--- src/common/switch_pkg.sv ---
/*
 * Emesh packet types shared by the switch blocks.
 * A packet is 104 bits: srcaddr sits in the top bits and the write bit is bit 0.
 * The address decode assumes a 12/4/16 split into chip ID, group and offset.
 */
package switch_pkg;

   // ##########################################################
   // Widths and constants
   // ##########################################################

   localparam int AW = 32;                    // Address and data width
   localparam int PW = 2*AW+40;               // Full packet width, 104
   localparam logic [3:0] EGROUP_CFG = 4'h0;  // Group of the config space

   // ##########################################################
   // Destination address
   // ##########################################################

   // One address word, seen flat or split into its routing fields
   typedef union packed {
      logic [AW-1:0] flat;                    // Whole address
      struct packed {
         logic [11:0] chip_id;                // Bits 31:20, target chip
         logic [3:0]  group;                  // Bits 19:16, group in chip
         logic [15:0] offset;                 // Bits 15:0, offset in group
      } fields;
   } emesh_addr_t;

   // ##########################################################
   // Packet and request
   // ##########################################################

   typedef struct packed {
      logic [AW-1:0] srcaddr;                 // Return address of the sender
      logic [AW-1:0] data;                    // Write data or read tag
      emesh_addr_t   dstaddr;                 // Routed on this
      logic [4:0]    ctrlmode;                // Passed through untouched
      logic [1:0]    datamode;                // Transfer size code
      logic          write;                   // 1 for write, 0 for read
   } emesh_pkt_t;

   // Request toward one port; wait travels back on its own wire
   typedef struct packed {
      logic       access;                     // Packet valid this cycle
      emesh_pkt_t pkt;                        // Held while wait is high
   } emesh_req_t;

endpackage

--- src/rtl/channel_steer.sv ---
/*
 * Steers one input channel to the register port or the MIO port.
 * Purely combinational. The channel wait follows the wait of the
 * chosen port only, so a busy idle port never stalls the channel.
 */
`timescale 1ns/1ps

module channel_steer #(
   parameter logic [11:0] CHIP_ID  = 12'h7FD,  // Local chip ID, addr[31:20]
   parameter logic [11:0] REMAP_ID = 12'h3E0   // Chip ID put on MIO traffic
) (
   input  switch_pkg::emesh_req_t req_in,      // Incoming channel
   output logic                   wait_out,    // Stall back to the channel
   output switch_pkg::emesh_req_t reg_req,     // Toward register arbiter
   output switch_pkg::emesh_req_t mio_req,     // Toward MIO arbiter
   input  logic                   reg_wait,    // From register arbiter
   input  logic                   mio_wait     // From MIO arbiter
);

   // ##########################################################
   // Destination decode
   // ##########################################################

   logic                   id_hit;             // Addressed to this chip
   logic                   grp_hit;            // Config group selected
   logic                   reg_match;          // Goes to register port
   switch_pkg::emesh_pkt_t remap_pkt;          // MIO copy of the packet

   assign id_hit    = (req_in.pkt.dstaddr.fields.chip_id == CHIP_ID);
   assign grp_hit   = (req_in.pkt.dstaddr.fields.group == switch_pkg::EGROUP_CFG);
   assign reg_match = id_hit & grp_hit;

   // ##########################################################
   // Address remap
   // ##########################################################

   // Only the chip ID changes; group and offset stay as sent
   always_comb begin
      remap_pkt                        = req_in.pkt;
      remap_pkt.dstaddr.fields.chip_id = REMAP_ID;  // New top 12 bits
   end

   // ##########################################################
   // Request gating
   // ##########################################################

   always_comb begin
      reg_req.access = req_in.access & reg_match;   // Config hits only
      reg_req.pkt    = req_in.pkt;                  // Sent unchanged
   end

   always_comb begin
      mio_req.access = req_in.access & ~reg_match;  // Everything else
      mio_req.pkt    = remap_pkt;                   // Remapped copy
   end

   // Exactly one port sees access, so only its wait matters
   assign wait_out = reg_match ? reg_wait : mio_wait;

endmodule

--- src/rtl/egress_arbiter.sv ---
/*
 * Fixed priority arbiter for one output port; input 0 always wins.
 * One-entry output register, refilled in the cycle it drains.
 * Input to output latency is one cycle when the port is idle.
 */
`timescale 1ns/1ps

module egress_arbiter (
   input  logic                   sys_clk,     // System clock
   input  logic                   rst,         // Sync reset, active high
   input  switch_pkg::emesh_req_t req0,        // Write channel, high priority
   input  switch_pkg::emesh_req_t req1,        // Read channel
   output logic                   wait0,       // Stall to input 0
   output logic                   wait1,       // Stall to input 1
   output switch_pkg::emesh_req_t req_out,     // Registered output
   input  logic                   out_wait     // Stall from the port
);

   // ##########################################################
   // Arbitration
   // ##########################################################

   logic                      can_take;        // Register free this cycle
   logic                      grant0;          // Input 0 transfers
   logic                      grant1;          // Input 1 transfers
   logic                      load;            // Any transfer this cycle
   switch_pkg::emesh_pkt_t    sel_pkt;         // Winner's packet
   logic                      out_valid;       // Output register full
   logic [switch_pkg::PW-1:0] out_pkt;         // Output payload

   // Empty, or draining now because the port takes the held packet
   assign can_take = ~out_valid | ~out_wait;

   assign grant0 = req0.access & can_take;
   assign grant1 = req1.access & ~req0.access & can_take;  // Loses to 0
   assign load   = grant0 | grant1;

   assign sel_pkt = grant0 ? req0.pkt : req1.pkt;

   // Wait may rise without access; the producers ignore it then
   assign wait0 = ~can_take;
   assign wait1 = ~can_take | req0.access;     // Full or outranked

   // ##########################################################
   // Output register
   // ##########################################################

   always_ff @(posedge sys_clk) begin
      if (rst) begin
         out_valid <= 1'b0;                    // Port idle after reset
      end else if (can_take) begin
         out_valid <= load;                    // Refill or go empty
      end
   end

   // Payload only moves on a transfer, so it holds under wait
   always_ff @(posedge sys_clk) begin
      if (load) begin
         out_pkt <= sel_pkt;
      end
   end

   always_comb begin
      req_out.access = out_valid;
      req_out.pkt    = switch_pkg::emesh_pkt_t'(out_pkt);
   end

endmodule

--- src/rtl/mio_switch.sv ---
/*
 * Switchboard top: write and read channels in, register and MIO ports out.
 * Config space hits of CHIP_ID go to the register port as sent.
 * All other packets leave on MIO with addr[31:20] set to REMAP_ID.
 */
`timescale 1ns/1ps

module mio_switch #(
   parameter logic [11:0] CHIP_ID  = 12'h7FD,  // Local chip ID
   parameter logic [11:0] REMAP_ID = 12'h3E0   // Outgoing MIO chip ID
) (
   input  logic                   sys_clk,       // System clock
   input  logic                   rst,           // Sync reset, active high
   input  switch_pkg::emesh_req_t wr_in,         // Write channel
   input  switch_pkg::emesh_req_t rd_in,         // Read channel
   output logic                   wr_wait,       // Stall to write channel
   output logic                   rd_wait,       // Stall to read channel
   output switch_pkg::emesh_req_t reg_out,       // Register port
   output switch_pkg::emesh_req_t mio_out,       // MIO port
   input  logic                   reg_out_wait,  // Register port stall
   input  logic                   mio_out_wait   // MIO port stall
);

   // ##########################################################
   // Channel steering
   // ##########################################################

   switch_pkg::emesh_req_t wr_reg_req;           // Write to register port
   switch_pkg::emesh_req_t wr_mio_req;           // Write to MIO port
   switch_pkg::emesh_req_t rd_reg_req;           // Read to register port
   switch_pkg::emesh_req_t rd_mio_req;           // Read to MIO port
   logic                   wr_reg_wait;
   logic                   wr_mio_wait;
   logic                   rd_reg_wait;
   logic                   rd_mio_wait;

   channel_steer #(.CHIP_ID(CHIP_ID), .REMAP_ID(REMAP_ID)) wr_steer (
      .req_in   (wr_in),
      .wait_out (wr_wait),
      .reg_req  (wr_reg_req),
      .mio_req  (wr_mio_req),
      .reg_wait (wr_reg_wait),
      .mio_wait (wr_mio_wait)
   );

   channel_steer #(.CHIP_ID(CHIP_ID), .REMAP_ID(REMAP_ID)) rd_steer (
      .req_in   (rd_in),
      .wait_out (rd_wait),
      .reg_req  (rd_reg_req),
      .mio_req  (rd_mio_req),
      .reg_wait (rd_reg_wait),
      .mio_wait (rd_mio_wait)
   );

   // ##########################################################
   // Output arbiters, write channel on input 0
   // ##########################################################

   egress_arbiter reg_arb (
      .sys_clk  (sys_clk),
      .rst      (rst),
      .req0     (wr_reg_req),
      .req1     (rd_reg_req),
      .wait0    (wr_reg_wait),
      .wait1    (rd_reg_wait),
      .req_out  (reg_out),
      .out_wait (reg_out_wait)
   );

   egress_arbiter mio_arb (
      .sys_clk  (sys_clk),
      .rst      (rst),
      .req0     (wr_mio_req),
      .req1     (rd_mio_req),
      .wait0    (wr_mio_wait),
      .wait1    (rd_mio_wait),
      .req_out  (mio_out),
      .out_wait (mio_out_wait)
   );

endmodule

--- config.mk ---
export PLATFORM = sky130hd
export DESIGN_NAME = mio_switch
export DESIGN_NICKNAME = d
export VERILOG_FILES = /design/src/common/switch_pkg.sv /design/src/rtl/channel_steer.sv /design/src/rtl/egress_arbiter.sv /design/src/rtl/mio_switch.sv
export SDC_FILE = /design/constraint.sdc
export NUM_CORES = 1
export LEC_CHECK = 0
export BUFFER_PORTS_ARGS = -buffer_cell sky130_fd_sc_hd__clkbuf_2
export CAP_MARGIN = 10
export CORE_AREA = 8 8 160 162
export DETAILED_ROUTE_END_ITERATION = 8
export DIE_AREA = 0 0 168 170
export PLACE_DENSITY = 0.77
export SLEW_MARGIN = 0
export SYNTH_ARGS = -nofsm -noshare
export SYNTH_HDL_FRONTEND = slang
export SYNTH_SLANG_ARGS = --single-unit
--- constraint.sdc ---
create_clock -name sys_clk -period 22.2 [get_ports sys_clk]
set_clock_uncertainty 0.2 [all_clocks]
set_input_delay 1.11 -clock sys_clk [delete_from_list [all_inputs] [get_ports sys_clk]]
set_output_delay 1.11 -clock sys_clk [all_outputs]
set_load 0.01 [all_outputs]
==> flow_metrics.py, run 1 <==
metrics = {
    "run_status": {
        "status": "complete, no violations",
    },
    "die": {
        "dieWidth_um": 168,
        "initial_utilization_pct": 36.8,
        "rows": 56,
        "boundaryPins": 426,
        "coreArea_um2": 23100,
        "die_y_um": 170,
        "die_area_um2": 28600,
    },
    "logic_synthesis": {
        "syn_area_um2": 8480,
        "synthMuxAreaShare_pct": 23.9,
        "ys_ff_latch": 198,
        "synth_compound_area_share_pct": 0.472,
        "synthesis.instances": 459,
        "synth_fa_ha_area_share_pct": 0,
        "yosys_warnings": 0,
        "synthSimpleGateAreaFrac_pct": 3.11,
        "synth-xor-area-share_pct": 0.103,
        "synth_top_family_by_area": "multiplexers",
        "ys_seq_area_share_pct": 69.9,
        "synth.avg_cell_area_um2": 18.5,
        "synth.distinct_cells": 28,
    },
    "grt": {
        "gr-total-overflow": 0,
        "grt_pass1_vias": 6333,
        "track_usage_pct": 16.7,
        "grt_max_degree": 60,
        "antenna_found_initial": 2,
        "grt_pass1_wl_um": 36700,
    },
    "timing": {
        "min_period_over_period_pct": 19.1,
        "max_slew.worst_pin.slew_ns": 0.869,
        "max_freq_ghz": 0.235,
        "rsz0062_at_grt": "no",
        "finalSetupViolCount": 0,
        "finalHoldViolCount": 0,
        "slew_viol_final": 0,
        "final.setup.tns_ns": 0,
        "final.min_clock_period_ns": 4.25,
        "max_slew_margin_pct": 42.0,
    },
    "setup_path": {
        "crit_path_cell_trace": "clkbuf_2 > or4b_2 > nor4_2 > xnor2_1 > a221o_1 > clkbuf_2",
        "regToRegStartpoint": "mio_arb.out_valid$_SDFFE_PP0N_",
        "required_ns": 20.89,
        "r2r-end": "mio_arb.out_pkt[50]$_DFFE_PP_",
        "critPathBufInv": 2,
        "reg2reg_depth": 4,
        "max_stage_delay_ns": 0.68,
        "cpMostUsedCell": "clkbuf_2",
        "crit_path_max_fanout": 5,
        "crit_arrival_ns": 2.94,
        "worstSetupPathType": "in2out",
        "critical-path-top-delay-family": "simple AND/OR/NAND/NOR gates",
        "slowest_stage": "or4b_2",
        "setup.worst_path.start_class": "input pin",
        "critPathCaptureType": "output pin",
        "rrSetupSlack_ns": 19.38,
    },
    "clock_network": {
        "cts-root-buf": "clkbuf_16",
        "clock_latency_ns": 0.41,
        "post_cts_buffers": 0,
        "clkTransAtPathRegs_ns": 0.07,
        "cts_tree": "built",
        "htreeDepth": 4,
        "cts_buffers": 17,
        "postCtsHoldBufs": 0,
        "clk_path_buf_depth": 2,
        "cts-resized-gates": 0,
        "clock-sinks": 198,
    },
    "worst_hold_path": {
        "hp-start": "reg_arb.out_valid$_SDFFE_PP0N_",
        "hp-class": "reg2reg",
        "hold_end": "reg_arb.out_valid$_SDFFE_PP0N_",
        "holdPathStages": 2,
    },
    "power": {
        "comb_power_share_pct": 10.6,
        "intPower_mw": 0.620,
        "power_switching_mw": 0.196,
        "power_frac_clock_pct": 35.9,
        "leakagePower_nw": 4.80,
        "p_seq_share_pct": 53.5,
        "max-vdd-ir-drop_mv": 0.0453,
        "p_per_area_nw_per_um2": 71.8,
        "switching_share_pct": 24.0,
    },
    "route": {
        "drt_iter0_drc": 278,
        "drc": 0,
        "vias_per_cell": 4.82,
        "vias": 5652,
        "ant_nets": 0,
        "wl_um": 24700,
        "dr.pass1.iters": 4,
        "wl_per_cell_um": 21.0,
    },
    "place": {
        "placedCellCount": 1143,
        "gp_congestion": 0.814,
        "portBuffers": 413,
        "dp_hpwl_um": 18900,
        "dpl-instance-area_um2": 10800,
    },
    "layout": {
        "nets": 1086,
        "drive_above_1_share_pct": 63.0,
        "antenna_cells": 0,
        "area_growth_pct": 34.1,
        "final_common_cell": "clkbuf_2",
        "layout.cells.non_filler": 1173,
        "final_cell_area_um2": 11400,
        "layout_common_cells": "413 x clkbuf_2, 196 x edfxtp_1, 100 x mux2_2, 80 x mux2_1, 17 x clkbuf_16",
    },
    "job": {
        "cap_violations": 0,
    },
}
## tightest hold or removal path, stage by stage, from the launching register on
cell and delay, ns:
dfxtp_1 0.33, nand2_1 0.14, a31oi_1 0.09
## area by class of cell
type | instances | area [um^2]
clock buffer | 17 | 425
clock inverter | 13 | 124
fill | 1972 | 11700
inverter | 1 | 3.75
multi-input combinational | 235 | 2420
sequential | 198 | 5930
tap | 290 | 363
timing repair buffer | 419 | 2110
## per-layer routing
metal | part of all wire (%) | GRT usage [%] | vias to the layer above
met4 | 1.7 | 4.35 | 4
met2 | 52 | 29.9 | 267
li1 | - | - | 2599
met5 | 0.11 | 0 | -
met3 | 9.1 | 7.28 | 29
met1 | 37 | 17.9 | 2753
## per-stage QoR
step	utilization [%]	setup WS (ns)	hold slack, ns	total power, mW
detailed placement	46.9	17.68	0.392	0.533
finish	49.3	17.95	0.398	0.816
global route	49.3	17.85	0.426	0.850
floorplan	-	11.70	0.299	0.488
CTS	49.3	17.95	0.399	0.827
global placement	46.9	17.69	0.371	0.531
## sequential cells by signal (all words and copies together) (netlist names)
| register | count |
|---|---|
| reg_arb.out_valid | 1 |
| mio_arb.out_valid | 1 |
| mio_arb.out_pkt | 92 |
| reg_arb.out_pkt | 104 |
## power by group through the flow
stage	Combinational [mW]	Sequential (mW)	Clock [mW]
3_3_place_gp	0.0859	0.445	0
6_report	0.0869	0.437	0.293
4_1_cts	0.0881	0.437	0.302
5_1_grt	0.0944	0.438	0.318
3_5_place_dp	0.0876	0.445	0
2_1_floorplan	0.0321	0.456	0
## worst max path at each step
stage | start | end | slack [ns] | cells after the start
floorplan | rd_in[27] | reg_arb.out_pkt[0]$_DFFE_PP_ | 11.70 | 4
global placement | wr_in[25] | reg_arb.out_pkt[69]$_DFFE_PP_ | 17.69 | 6
detailed placement | wr_in[25] | reg_arb.out_pkt[69]$_DFFE_PP_ | 17.68 | 6
CTS | rd_in[27] | rd_wait | 17.95 | 6
global route | rd_in[27] | rd_wait | 17.85 | 6
finish | rd_in[27] | rd_wait | 17.95 | 6
## kinds of logic (layout without fill, tap and decap cells)
family          after synthesis  after routing
compound gates                6              6
xor+xnor                      1              1
buf+inv                      36            450
flops                       198            198
mux                         180            180
other cells                   2             12
simple gates                 36             36
## synth_stat cells
cell / n / share of area (%)
or4bb_1: 1 / 0.13
dfxtp_1: 2 / 0.47
nand3_2: 1 / 0.12
o21ai_0: 2 / 0.12
mux2_1: 80 / 11
nand2b_1: 12 / 0.89
nand4bb_1: 1 / 0.13
inv_1: 1 / 0.044
conb_1: 2 / 0.089
nor4_2: 1 / 0.15
buf_4: 15 / 1.3
or4b_2: 1 / 0.12
clkbuf_1: 7 / 0.31
a21boi_0: 1 / 0.089
and3b_1: 1 / 0.10
nor2_1: 1 / 0.044
nand4_1: 2 / 0.15
nand2_1: 5 / 0.22
a31oi_1: 2 / 0.15
and2_1: 6 / 0.44
a221o_1: 1 / 0.12
mux2_2: 100 / 13
nor4_4: 1 / 0.25
edfxtp_1: 196 / 69
or4b_4: 1 / 0.16
buf_2: 13 / 0.77
xnor2_1: 1 / 0.10
nand4b_1: 2 / 0.21
(Power assumes the default switching activity.)
==> run 2: changes to the inputs <==
PLACE_DENSITY = 0.8   (was 0.77)
clock period = 3.8 ns   (was 22.2 ns; I/O delays follow)
==> flow_metrics.py, run 2 <==
metrics = {
    "logic_synthesis": {
        "synth_top_area_share_pct": 69.4,
        "synth-edff-count": 196,
        "syn_area_um2": 8480,
        "ys.flop_type": "edfxtp_1",
        "synth_top_family_by_area": "multiplexers",
        "ys_ff_latch": 198,
        "synthArstFlopShare_pct": 0,
        "synthesis.instances": 459,
        "synth-xor-area-share_pct": 0.103,
        "synthMuxAreaShare_pct": 23.9,
        "ys_seq_area_share_pct": 69.9,
        "synth_fa_ha_area_share_pct": 0,
        "synth.avg_cell_area_um2": 18.5,
        "synthSimpleGateAreaFrac_pct": 3.11,
        "synth.distinct_cells": 28,
        "synth_compound_area_share_pct": 0.472,
        "synthTopCellsByCount": "196 x edfxtp_1, 100 x mux2_2, 80 x mux2_1",
        "yosysTopAreaCell": "edfxtp_1",
        "yosysMostFrequentCell": "edfxtp_1",
        "ys_top_cells_by_area": "edfxtp_1 69%, mux2_2 13%, mux2_1 11%, buf_4 1.3%, nand2b_1 0.89%",
        "yosys_warnings": 0,
    },
    "place": {
        "portBuffers": 413,
        "dp_hpwl_um": 18800,
        "dpl-instance-area_um2": 10900,
        "gp_congestion": 0.808,
    },
    "clock_network": {
        "cts_buffers": 17,
        "htreeDepth": 4,
        "clock-sinks": 198,
        "postCtsHoldBufs": 236,
        "post_cts_buffers": 0,
        "clk_path_buf_depth": 2,
        "cts-root-buf": "clkbuf_16",
        "cts-resized-gates": 0,
    },
    "die": {
        "boundaryPins": 426,
        "die_y_um": 170,
        "initial_utilization_pct": 36.8,
        "dieWidth_um": 168,
        "rows": 56,
    },
    "run_status": {
        "lastStage": "clock tree synthesis",
        "tool.error": "[ERROR RSZ-0060] Max buffer count reached.",
        "status": "aborted with a tool error",
    },
}
-- run 2: kinds of logic after synthesis --
kind of cell,after synthesis
other,2
XOR/XNOR,1
flip-flops,198
AO/OA/AOI/OAI,6
buffers and inverters,36
AND/OR/NAND/NOR,36
multiplexers,180
-- run 2: per-stage QoR --
step / std cells / setup WS, ns / utilization, % / hold WS [ns]
3_5_place_dp: 1144 / 0.801 / 47.1 / 0.179
3_3_place_gp: 1144 / 0.860 / 47.1 / 0.177
2_1_floorplan: 469 / 0.0309 / - / 0.0594
==> run 3: changes to the inputs <==
CORE_AREA = 8 8 159 161   (was 8 8 160 162)
DIE_AREA = 0 0 167 169   (was 0 0 168 170)
PLACE_DENSITY = not set   (was 0.8)
PLACE_DENSITY_LB_ADDON = 0.15   (was not set)
clock period = 4.94 ns   (was 3.8 ns; I/O delays follow)
==> flow_metrics.py, run 3 <==
metrics = {
    "clock_network": {
        "post_cts_buffers": 0,
        "postCtsHoldBufs": 236,
        "cts-root-buf": "clkbuf_16",
        "cts-resized-gates": 0,
        "clock-sinks": 198,
        "htreeDepth": 4,
        "clk_path_buf_depth": 2,
        "cts_buffers": 17,
    },
    "die": {
        "initial_utilization_pct": 37.0,
        "rows": 56,
        "die_y_um": 169,
        "dieWidth_um": 167,
        "boundaryPins": 426,
    },
    "logic_synthesis": {
        "yosysMostFrequentCell": "edfxtp_1",
        "synth.avg_cell_area_um2": 18.5,
        "ys.flop_type": "edfxtp_1",
        "synth.distinct_cells": 28,
        "synth_top_area_share_pct": 69.4,
        "synthesis.instances": 459,
        "synth-edff-count": 196,
        "synthTopCellsByCount": "196 x edfxtp_1, 100 x mux2_2, 80 x mux2_1",
        "yosysTopAreaCell": "edfxtp_1",
        "ys_top_cells_by_area": "edfxtp_1 69%, mux2_2 13%, mux2_1 11%, buf_4 1.3%, nand2b_1 0.89%",
        "syn_area_um2": 8480,
        "ys_seq_area_share_pct": 69.9,
        "ys_ff_latch": 198,
        "synthArstFlopShare_pct": 0,
        "yosys_warnings": 0,
    },
    "run_status": {
        "lastStage": "clock tree synthesis",
        "tool.error": "[ERROR RSZ-0060] Max buffer count reached.",
        "status": "aborted with a tool error",
    },
    "place": {
        "portBuffers": 413,
        "gp_congestion": 0.796,
        "dp_hpwl_um": 19100,
    },
}
==> run 3: cell counts after synthesis <==
No cell type changed its count.
==> run 3: through the flow <==
step | hold slack, ns | instance area, um^2 | util [%] | cells | setup WS, ns
after detailed placement | 0.235 | 10800 | 47.3 | 1142 | 1.62
after global placement | 0.236 | 10800 | 47.3 | 1142 | 1.64
after floorplan | 0.116 | 8530 | - | 469 | 0.106
==> run 3: kinds of logic after synthesis <==
family / share of synthesized area, %
buffers and inverters: 2.45
other: 0.0886
muxes: 23.9
AOI/OAI and AO/OA: 0.472
DFF: 69.9
and+or+nand+nor: 3.11
xor gates and xnor gates: 0.103
